$ cat config.mk
export PLATFORM = sky130hd
export DESIGN_NAME = cpu
export DESIGN_NICKNAME = d
export VERILOG_FILES = /design/src/rv_isa_pkg.sv /design/src/cpu_pipe_pkg.sv /design/src/memctrl.sv /design/src/fetcher.sv /design/src/decoder.sv /design/src/regfile.sv /design/src/execute.sv /design/src/cpu.sv
export SDC_FILE = /design/constraint.sdc
export NUM_CORES = 2
export LEC_CHECK = 0
export ABC_AREA = 1
export BUFFER_PORTS_ARGS = -buffer_cell sky130_fd_sc_hd__buf_4
export CORE_MARGIN = 2
export CORE_UTILIZATION = 45
export CTS_CLUSTER_DIAMETER = 100
export DETAILED_ROUTE_END_ITERATION = 8
export SYNTH_ARGS = -nofsm -noshare
export SYNTH_HDL_FRONTEND = slang
export SYNTH_SLANG_ARGS = --single-unit
$ cat constraint.sdc
create_clock -name clk_in -period 2.8 [get_ports clk_in]
set_input_delay 0.14 -clock clk_in [delete_from_list [all_inputs] [get_ports clk_in]]
set_output_delay 0.14 -clock clk_in [all_outputs]
set_load 0.1 [all_outputs]
$ cat src/rv_isa_pkg.sv
//##########################################################################
// rv32i isa definitions for the integer alu core
// widths, opcode and funct fields, alu operation codes
//##########################################################################
package rv_isa_pkg;

    typedef logic [31:0] word_t;
    typedef logic [31:0] addr_t;
    typedef logic [4:0]  reg_idx_t;
    typedef logic [7:0]  byte_t;
    typedef logic [3:0]  alu_op_t;

    localparam addr_t reset_pc = 32'h0000_0000;

    // major opcodes handled by the core
    localparam logic [6:0] opc_op     = 7'b0110011;
    localparam logic [6:0] opc_op_imm = 7'b0010011;
    localparam logic [6:0] opc_lui    = 7'b0110111;
    localparam logic [6:0] opc_auipc  = 7'b0010111;

    localparam logic [2:0] f3_add_sub = 3'b000;
    localparam logic [2:0] f3_sll     = 3'b001;
    localparam logic [2:0] f3_slt     = 3'b010;
    localparam logic [2:0] f3_sltu    = 3'b011;
    localparam logic [2:0] f3_xor     = 3'b100;
    localparam logic [2:0] f3_srl_sra = 3'b101;
    localparam logic [2:0] f3_or      = 3'b110;
    localparam logic [2:0] f3_and     = 3'b111;

    // base and alternate (sub, sra) funct7
    localparam logic [6:0] f7_base = 7'b0000000;
    localparam logic [6:0] f7_alt  = 7'b0100000;

    localparam alu_op_t alu_add  = 4'd0;
    localparam alu_op_t alu_sub  = 4'd1;
    localparam alu_op_t alu_sll  = 4'd2;
    localparam alu_op_t alu_slt  = 4'd3;
    localparam alu_op_t alu_sltu = 4'd4;
    localparam alu_op_t alu_xor  = 4'd5;
    localparam alu_op_t alu_srl  = 4'd6;
    localparam alu_op_t alu_sra  = 4'd7;
    localparam alu_op_t alu_or   = 4'd8;
    localparam alu_op_t alu_and  = 4'd9;
    // operand b straight through, used by lui
    localparam alu_op_t alu_pass = 4'd10;

endpackage

$ cat src/cpu_pipe_pkg.sv
//##########################################################################
// pipeline items passed between the core stages
// fetch, decode, issue and commit records plus memory controller states
//##########################################################################
package cpu_pipe_pkg;

    import rv_isa_pkg::*;

    typedef struct packed {
        logic  valid;
        word_t inst;
        addr_t pc;
    } fetch_item_t;

    typedef struct packed {
        logic     valid;
        alu_op_t  op;
        reg_idx_t rs1;
        reg_idx_t rs2;
        reg_idx_t rd;
        word_t    imm;
        addr_t    pc;
        logic     use_imm;
        logic     use_pc;
        logic     wr;
    } decode_item_t;

    // operands already selected, ready for the alu
    typedef struct packed {
        logic     valid;
        alu_op_t  op;
        reg_idx_t rd;
        word_t    a;
        word_t    b;
        logic     wr;
    } issue_item_t;

    typedef struct packed {
        logic     valid;
        reg_idx_t rd;
        word_t    data;
    } commit_t;

    typedef enum logic [1:0] {
        idle,
        read,
        finish
    } mc_state_t;

endpackage

$ cat src/memctrl.sv
//##########################################################################
// memory controller, four byte reads per instruction word
//##########################################################################
`timescale 1ns/100ps

module memctrl (
    input  logic              clk_in,
    input  logic              rst_n,
    input  logic              rdy_in,
    input  logic              fetch_req,
    input  rv_isa_pkg::addr_t fetch_pc,
    output logic              fetch_done,
    output rv_isa_pkg::word_t fetch_inst,
    output rv_isa_pkg::addr_t mem_a,
    input  rv_isa_pkg::byte_t mem_din
);
    import rv_isa_pkg::*;
    import cpu_pipe_pkg::*;

    mc_state_t  state;
    addr_t      base;
    logic [1:0] cnt;
    logic [1:0] byte_sel;

    // byte 0 goes out in the request cycle itself
    assign mem_a = (state == idle) ? fetch_pc : base + addr_t'(cnt);

    // data arriving now belongs to last cycle's address
    assign byte_sel = cnt - 2'd1;

    always_ff @(posedge clk_in or negedge rst_n) begin
        if (!rst_n) begin
            state      <= idle;
            cnt        <= 2'd0;
            fetch_done <= 1'b0;
        end else if (rdy_in) begin
            fetch_done <= 1'b0;
            case (state)
                idle: begin
                    if (fetch_req) begin
                        state <= read;
                        cnt   <= 2'd1;
                    end
                end
                read: begin
                    // cnt wraps to 0 so finish takes byte 3
                    cnt <= cnt + 2'd1;
                    if (cnt == 2'd3) begin
                        state <= finish;
                    end
                end
                finish: begin
                    state      <= idle;
                    fetch_done <= 1'b1;
                end
                default: state <= idle;
            endcase
        end
    end

    // little endian assembly, byte n lands at bits 8n
    always_ff @(posedge clk_in) begin
        if (rdy_in) begin
            if (state == idle && fetch_req) begin
                base <= fetch_pc;
            end
            if (state != idle) begin
                fetch_inst[8*byte_sel +: 8] <= mem_din;
            end
        end
    end

endmodule

$ cat src/fetcher.sv
//##########################################################################
// instruction fetcher, one outstanding word request at a time
//##########################################################################
`timescale 1ns/100ps

module fetcher (
    input  logic                      clk_in,
    input  logic                      rst_n,
    input  logic                      rdy_in,
    output logic                      fetch_req,
    output rv_isa_pkg::addr_t         fetch_pc,
    input  logic                      fetch_done,
    input  rv_isa_pkg::word_t         fetch_inst,
    output cpu_pipe_pkg::fetch_item_t fetch_out
);
    import rv_isa_pkg::*;

    addr_t pc;
    logic  started;

    assign fetch_pc = pc;

    always_ff @(posedge clk_in or negedge rst_n) begin
        if (!rst_n) begin
            pc        <= reset_pc;
            started   <= 1'b0;
            fetch_req <= 1'b0;
            fetch_out <= '0;
        end else if (rdy_in) begin
            started <= 1'b1;
            // kick off once after reset, then chain on each returned word
            fetch_req       <= !started || fetch_done;
            fetch_out.valid <= fetch_done;
            if (fetch_done) begin
                pc             <= pc + 32'd4;
                fetch_out.inst <= fetch_inst;
                fetch_out.pc   <= pc;
            end
        end
    end

endmodule

$ cat src/decoder.sv
//##########################################################################
// instruction decoder for op, op-imm, lui and auipc
//##########################################################################
`timescale 1ns/100ps

module decoder (
    input  logic                       clk_in,
    input  logic                       rst_n,
    input  logic                       rdy_in,
    input  cpu_pipe_pkg::fetch_item_t  fetch_in,
    output cpu_pipe_pkg::decode_item_t dec_out
);
    import rv_isa_pkg::*;
    import cpu_pipe_pkg::*;

    logic [6:0]   opcode;
    logic [2:0]   funct3;
    logic [6:0]   funct7;
    word_t        imm_i;
    word_t        imm_u;
    alu_op_t      f3_op;
    logic         supported;
    decode_item_t dec_d;

    assign opcode = fetch_in.inst[6:0];
    assign funct3 = fetch_in.inst[14:12];
    assign funct7 = fetch_in.inst[31:25];
    assign imm_i  = {{20{fetch_in.inst[31]}}, fetch_in.inst[31:20]};
    assign imm_u  = {fetch_in.inst[31:12], 12'h000};

    // funct3 mapping common to op and op-imm
    always_comb begin
        case (funct3)
            f3_add_sub: f3_op = alu_add;
            f3_sll:     f3_op = alu_sll;
            f3_slt:     f3_op = alu_slt;
            f3_sltu:    f3_op = alu_sltu;
            f3_xor:     f3_op = alu_xor;
            f3_srl_sra: f3_op = funct7[5] ? alu_sra : alu_srl;
            f3_or:      f3_op = alu_or;
            f3_and:     f3_op = alu_and;
        endcase
    end

    always_comb begin
        dec_d.op  = f3_op;
        supported = 1'b0;
        case (opcode)
            opc_op: begin
                if (funct3 == f3_add_sub && funct7[5]) begin
                    dec_d.op = alu_sub;
                end
                supported = (funct7 == f7_base) || (funct7 == f7_alt &&
                            (funct3 == f3_add_sub || funct3 == f3_srl_sra));
            end
            opc_op_imm: begin
                // shift immediates keep funct7 in the upper imm bits
                if (funct3 == f3_sll) begin
                    supported = (funct7 == f7_base);
                end else if (funct3 == f3_srl_sra) begin
                    supported = (funct7 == f7_base) || (funct7 == f7_alt);
                end else begin
                    supported = 1'b1;
                end
            end
            opc_lui: begin
                dec_d.op  = alu_pass;
                supported = 1'b1;
            end
            opc_auipc: begin
                dec_d.op  = alu_add;
                supported = 1'b1;
            end
            default: supported = 1'b0;
        endcase

        dec_d.valid   = fetch_in.valid;
        dec_d.rs1     = fetch_in.inst[19:15];
        dec_d.rs2     = fetch_in.inst[24:20];
        dec_d.rd      = fetch_in.inst[11:7];
        dec_d.imm     = (opcode == opc_lui || opcode == opc_auipc) ? imm_u : imm_i;
        dec_d.pc      = fetch_in.pc;
        dec_d.use_imm = (opcode != opc_op);
        dec_d.use_pc  = (opcode == opc_auipc);
        // unsupported words still flow down, they just never write
        dec_d.wr      = supported && (dec_d.rd != 5'd0);
    end

    always_ff @(posedge clk_in or negedge rst_n) begin
        if (!rst_n) begin
            dec_out <= '0;
        end else if (rdy_in) begin
            dec_out <= dec_d;
        end
    end

endmodule

$ cat src/regfile.sv
//##########################################################################
// register file, operand read and commit write back
//##########################################################################
`timescale 1ns/100ps

module regfile (
    input  logic                       clk_in,
    input  logic                       rst_n,
    input  logic                       rdy_in,
    input  cpu_pipe_pkg::decode_item_t dec_in,
    output cpu_pipe_pkg::issue_item_t  iss_out,
    input  cpu_pipe_pkg::commit_t      commit_in
);
    import rv_isa_pkg::*;

    // x0 has no storage
    word_t regs [1:31];
    word_t rs1_val;
    word_t rs2_val;

    assign rs1_val = (dec_in.rs1 == 5'd0) ? '0 : regs[dec_in.rs1];
    assign rs2_val = (dec_in.rs2 == 5'd0) ? '0 : regs[dec_in.rs2];

    always_ff @(posedge clk_in or negedge rst_n) begin
        if (!rst_n) begin
            iss_out <= '0;
            for (int i = 1; i < 32; i++) begin
                regs[i] <= '0;
            end
        end else if (rdy_in) begin
            iss_out.valid <= dec_in.valid;
            iss_out.op    <= dec_in.op;
            iss_out.rd    <= dec_in.rd;
            // auipc takes the pc, immediate forms take imm
            iss_out.a     <= dec_in.use_pc ? dec_in.pc : rs1_val;
            iss_out.b     <= dec_in.use_imm ? dec_in.imm : rs2_val;
            iss_out.wr    <= dec_in.wr;
            if (commit_in.valid && commit_in.rd != 5'd0) begin
                regs[commit_in.rd] <= commit_in.data;
            end
        end
    end

endmodule

$ cat src/execute.sv
//##########################################################################
// execute stage, alu and commit record
//##########################################################################
`timescale 1ns/100ps

module execute (
    input  logic                      clk_in,
    input  logic                      rst_n,
    input  logic                      rdy_in,
    input  cpu_pipe_pkg::issue_item_t iss_in,
    output cpu_pipe_pkg::commit_t     commit
);
    import rv_isa_pkg::*;

    word_t      result;
    logic [4:0] shamt;

    assign shamt = iss_in.b[4:0];

    always_comb begin
        case (iss_in.op)
            alu_add:  result = iss_in.a + iss_in.b;
            alu_sub:  result = iss_in.a - iss_in.b;
            alu_sll:  result = iss_in.a << shamt;
            alu_slt:  result = {31'd0, $signed(iss_in.a) < $signed(iss_in.b)};
            alu_sltu: result = {31'd0, iss_in.a < iss_in.b};
            alu_xor:  result = iss_in.a ^ iss_in.b;
            alu_srl:  result = iss_in.a >> shamt;
            alu_sra:  result = $signed(iss_in.a) >>> shamt;
            alu_or:   result = iss_in.a | iss_in.b;
            alu_and:  result = iss_in.a & iss_in.b;
            alu_pass: result = iss_in.b;
            default:  result = '0;
        endcase
    end

    always_ff @(posedge clk_in or negedge rst_n) begin
        if (!rst_n) begin
            commit <= '0;
        end else if (rdy_in) begin
            // only real register writes retire
            commit.valid <= iss_in.valid && iss_in.wr;
            commit.rd    <= iss_in.rd;
            commit.data  <= result;
        end
    end

endmodule

$ cat src/cpu.sv
//##########################################################################
// rv32i integer alu core, top level of the stage pipeline
//##########################################################################
`timescale 1ns/100ps

module cpu (
    input  logic                  clk_in,
    input  logic                  rst_n,
    input  logic                  rdy_in,
    input  rv_isa_pkg::byte_t     mem_din,
    output rv_isa_pkg::addr_t     mem_a,
    output cpu_pipe_pkg::commit_t commit
);
    import rv_isa_pkg::*;
    import cpu_pipe_pkg::*;

    logic         fetch_req;
    logic         fetch_done;
    addr_t        fetch_pc;
    word_t        fetch_inst;
    fetch_item_t  fetch_item;
    decode_item_t dec_item;
    issue_item_t  iss_item;

    memctrl memctrl (
        .clk_in     (clk_in),
        .rst_n      (rst_n),
        .rdy_in     (rdy_in),
        .fetch_req  (fetch_req),
        .fetch_pc   (fetch_pc),
        .fetch_done (fetch_done),
        .fetch_inst (fetch_inst),
        .mem_a      (mem_a),
        .mem_din    (mem_din)
    );

    fetcher fetcher (
        .clk_in     (clk_in),
        .rst_n      (rst_n),
        .rdy_in     (rdy_in),
        .fetch_req  (fetch_req),
        .fetch_pc   (fetch_pc),
        .fetch_done (fetch_done),
        .fetch_inst (fetch_inst),
        .fetch_out  (fetch_item)
    );

    decoder decoder (
        .clk_in   (clk_in),
        .rst_n    (rst_n),
        .rdy_in   (rdy_in),
        .fetch_in (fetch_item),
        .dec_out  (dec_item)
    );

    // commit feeds back here for write back
    regfile regfile (
        .clk_in    (clk_in),
        .rst_n     (rst_n),
        .rdy_in    (rdy_in),
        .dec_in    (dec_item),
        .iss_out   (iss_item),
        .commit_in (commit)
    );

    execute execute (
        .clk_in (clk_in),
        .rst_n  (rst_n),
        .rdy_in (rdy_in),
        .iss_in (iss_item),
        .commit (commit)
    );

endmodule

==> metrics.md <==
| Metric | Value |
|---|---|
| Total global-route track usage | 39.7% |
| Main combinational cell family by area after synthesis | compound AO/OA/AOI/OAI gates |
| Distinct cell type count of the synthesized netlist | 45 |
| Type of the most critical hold path | in -> async |
| Worst endpoint data arrival time | 3450 ps |
| Height of the chip | 419 µm |
| Cell family with the largest share of critical-path delay | simple AND/OR/NAND/NOR gates |
| Chain of cells forming the critical path | inv_8 -> nand2_1 -> nor3_1 -> buf_4 -> nand2_1 -> nand2_1 -> inv_2 -> buf_12 -> nand3_1 -> a22oi_1 |
| Worst Slack Setup Final | 66.6 ps |
| Minimum clock period after layout | 2730 ps |
| Fraction of post-synthesis cell area in the top cell type by area | 41.7% |
| Required time of the worst setup path | 3510 ps |
| Count of pins on the block boundary | 81 |
| Worst-Margin Slew | 1070 ps |
| Final net count | 10800 |
| Post-route ant nets | 0 |
| Maximum number of pins on one net before global-route repair | 112 |
| Number of buffers created by CTS | 159 |
| Leakage Power | 40.7 nW |
| Overflow left after global routing | 0 |
| Post-Syn Instances | 10800 |
| Synthesis-to-finish area growth | 15.3% |
| Critical path endpoint category | flip-flop |
| Starting utilization of the core area | 45.2% |
| Compound-cell area share of the yosys netlist | 23.0% |
| Top cells by area, synth | sky130_fd_sc_hd__dfrtp_1 (42%), sky130_fd_sc_hd__o21ai_0 (12%), sky130_fd_sc_hd__nand2_1 (9.8%) |
| Number of remaining DRC errors | 0 |
| Clock tree skew after final layout | 35.6 ps |
| Syn Nets | 10900 |
| First DRT Iteration DRCs | 11100 |
| Wirelength per Cell | 27.1 µm |
| Worst setup path class | reg -> reg |
| Cell Rows | 152 |
| Detailed placer's ending HPWL | 236 mm |
| Share of synthesized area spent on multiplexers | 0% |
| Fraction of synthesized cell area in xor and xnor cells | 0.317% |
| Peak fanout along the critical path | 30 |
| Largest buffer count on any clock path | 3 |
| Clock tree from TritonCTS | done |
| Number of optimization iterations in the first detailed-route pass | 8 |
| Global-route wire length before repair | 514 mm |
| Delay of the slowest cell on the worst path | 600 ps |
| Maximum clock rate | 366 MHz |
| Cell area power density | 1120 mW/mm² |
| Worst vdd ir | 803 µV |
| Nature of the critical path startpoint | flip-flop |
| Total count of hold-check failures in the final report | 0 |
| Share of final-layout standard cells stronger than drive strength 1 | 8.92% |
| Worst slew margin relative to its limit | 28.8% |
| Cell occurring most often along the worst timing path | sky130_fd_sc_hd__nand2_1 |
| Top_reg_cell synth | sky130_fd_sc_hd__dfrtp_1 |
| DR vias | 80700 |
| Outcome | finished clean |
| Proportion of synthesized flip-flops having asynchronous set or reset | 95.4% |
| Number of buffer cells added on primary ports | 80 |
| Share of the clock period used by the worst path | 97.6% |
| Total die area | 0.175 mm² |
| Area fraction in and, or, nand and nor cells after synthesis | 22.0% |
| Worst-skew pair later-pin latency | 840 ps |
| Max-capacitance violation count | 0 |
| Mean number of vias per cell | 6.16 |
| Clk root buf | sky130_fd_sc_hd__clkbuf_16 |
| Seq/Total Area, Yosys | 44.1% |
| H-tree Lvls | 4 |
| Count of yosys warnings during synthesis | 0 |
| Yosys top cell by area | sky130_fd_sc_hd__dfrtp_1 |
| Average size of a mapped cell | 7.20 µm² |
| Buffers and inverters on the worst path | 4 |
| Post-Synthesis Cell Area | 0.0774 mm² |
| Vias in the first global route | 75100 |
| Antenna violations before repair | 24 |
| Fill cell total of the finished layout | 16700 |
| Total of flip-flops plus latches after synthesis | 1352 |
| Total instance count after detailed placement | 12800 |
| Clock transition time at the flip-flop clock pins of the worst setup and hold paths | 60 ps |
| Final hold slack | 49.8 ps |
| Final count of negative-setup-slack endpoints | 0 |
| Setup repair after global routing missed its margin | false |
| Std-Cell Core Area | 0.171 mm² |
| Width of the die | 419 µm |
| Adder and majority cell fraction of the synthesized area | 1.73% |
| Critical path's slowest cell | sky130_fd_sc_hd__nand3_1 |
| Final cell count without fillers | 13100 |
| Worst slack after detailed placement | -32.1 ps |
| Post-detailed-routing wire length | 355 mm |
| Final weighted congestion in routability-driven placement | 1.04 |
| EDFF count, synth | 62 |
| Number of slew-limit violations in the final report | 0 |
| Clock tree sinks | 1352 |
## path summary, 6_finish.rpt
check                                       start               endpoint  slack, ps  cells past startpoint
min in group clk_in                    mem_din[3]  memctrl.fetch_inst[3]        200                      4
max reg2reg                   decoder.dec_out[77]    regfile.iss_out[58]         70                     10
min reg2reg                memctrl.fetch_inst[30]  fetcher.fetch_out[62]        440                      2
min                                         rst_n       regfile.regs[93]         50                      2
max                           decoder.dec_out[77]    regfile.iss_out[58]         70                     10
max in group asynchronous                   rst_n      regfile.regs[549]       1690                      3
## metrics by stage
stage	instance area [µm²]	setup TNS, ps	util, %	power (mW)
floorplan	77400	-12550	-	53.6
global placement	83600	-48.1	48.8	76.1
detailed placement	83600	-32.1	48.8	76.2
CTS	89200	0	52.0	98.2
global route	89200	0	52.1	104
finish	89200	0	52.1	99.9
## placed cells by master, fill, tap and decap left out, drive strengths merged, types with 5 or more instances in the layout
master,synthesis,layout
o22ai,88,88
nand3,1287,1287
o21ai,1873,1873
and2,9,9
dlygate4sd3,0,10
a21oi,1260,1260
xor2,27,27
o211ai,108,108
clkinvlp,0,5
nand4,38,38
diode,0,7
o21bai,7,7
buf,194,614
clkbuf,684,232
o221ai,14,14
nor3,57,57
edfxtp,62,62
ha,104,104
inv,921,928
nand2,2016,2016
bufinv,0,12
nor4,11,11
nor2,605,605
clkinv,9,44
dfrtp,1290,1290
a22oi,60,60
## layout make-up
cell class / count / area (µm²) / share of cell area (%)
Multi-Input combinational cell: 7590 / 36700 / 41.1
Sequential cell: 1352 / 34200 / 38.3
Timing Repair Buffer: 624 / 6490 / 7.27
Clock buffer: 232 / 4620 / 5.17
Inverter: 930 / 3540 / 3.96
Tap cell: 2310 / 2890 / 3.24
Clock inverter: 59 / 816 / 0.914
Antenna cell: 7 / 17.5 / 0.0196
## flip-flops by register name, indices dropped and copies added, names as in the netlist, 2 cells and up
name                count
regfile.regs          992
decoder.dec_out        85
memctrl.cnt             2
memctrl.state           2
execute.commit         38
memctrl.fetch_inst     32
memctrl.base           30
fetcher.fetch_pc       30
regfile.iss_out        75
fetcher.fetch_out      63
## routing by layer
metal	share of wire, %	wire [µm]	track usage (%)
met5	0.060	213	0
met2	42	149000	57.8
met4	6.2	22000	21.3
met3	11	40600	9.81
met1	40	143000	54.3
## synth_stat cells, types with 55 or more instances
cell / count
sky130_fd_sc_hd__nand2_1: 2014
sky130_fd_sc_hd__o21ai_0: 1829
sky130_fd_sc_hd__dfrtp_1: 1290
sky130_fd_sc_hd__nand3_1: 1287
sky130_fd_sc_hd__a21oi_1: 1260
sky130_fd_sc_hd__inv_1: 908
sky130_fd_sc_hd__clkbuf_1: 684
sky130_fd_sc_hd__nor2_1: 591
sky130_fd_sc_hd__buf_1: 121
sky130_fd_sc_hd__o211ai_1: 107
sky130_fd_sc_hd__ha_1: 104
sky130_fd_sc_hd__o22ai_1: 88
sky130_fd_sc_hd__buf_2: 72
sky130_fd_sc_hd__edfxtp_1: 62
sky130_fd_sc_hd__a22oi_1: 60
sky130_fd_sc_hd__nor3_1: 55
## power breakdown
group          switching, mW  internal (mW)
Sequential              1.84           21.5
Combinational           39.4           15.3
Clock                   9.19           12.6
## cell families (layout without fill, tap and decap cells)
group,Yosys count,count (layout)
simple gates,4027,4027
compound gates,3429,3429
buf+inv,1808,1845
flops,1352,1352
fa+ha+maj,106,106
xor+xnor,28,28
other cells,0,7
## repair_timing
action,CTS,global route
hold buffers,10,0
setup endpoints to repair,20,48
setup buffers,0,0
resized for setup,24,30
hold endpoints to repair,1177,0
No activity file was read; power rests on OpenSTA's default activity.
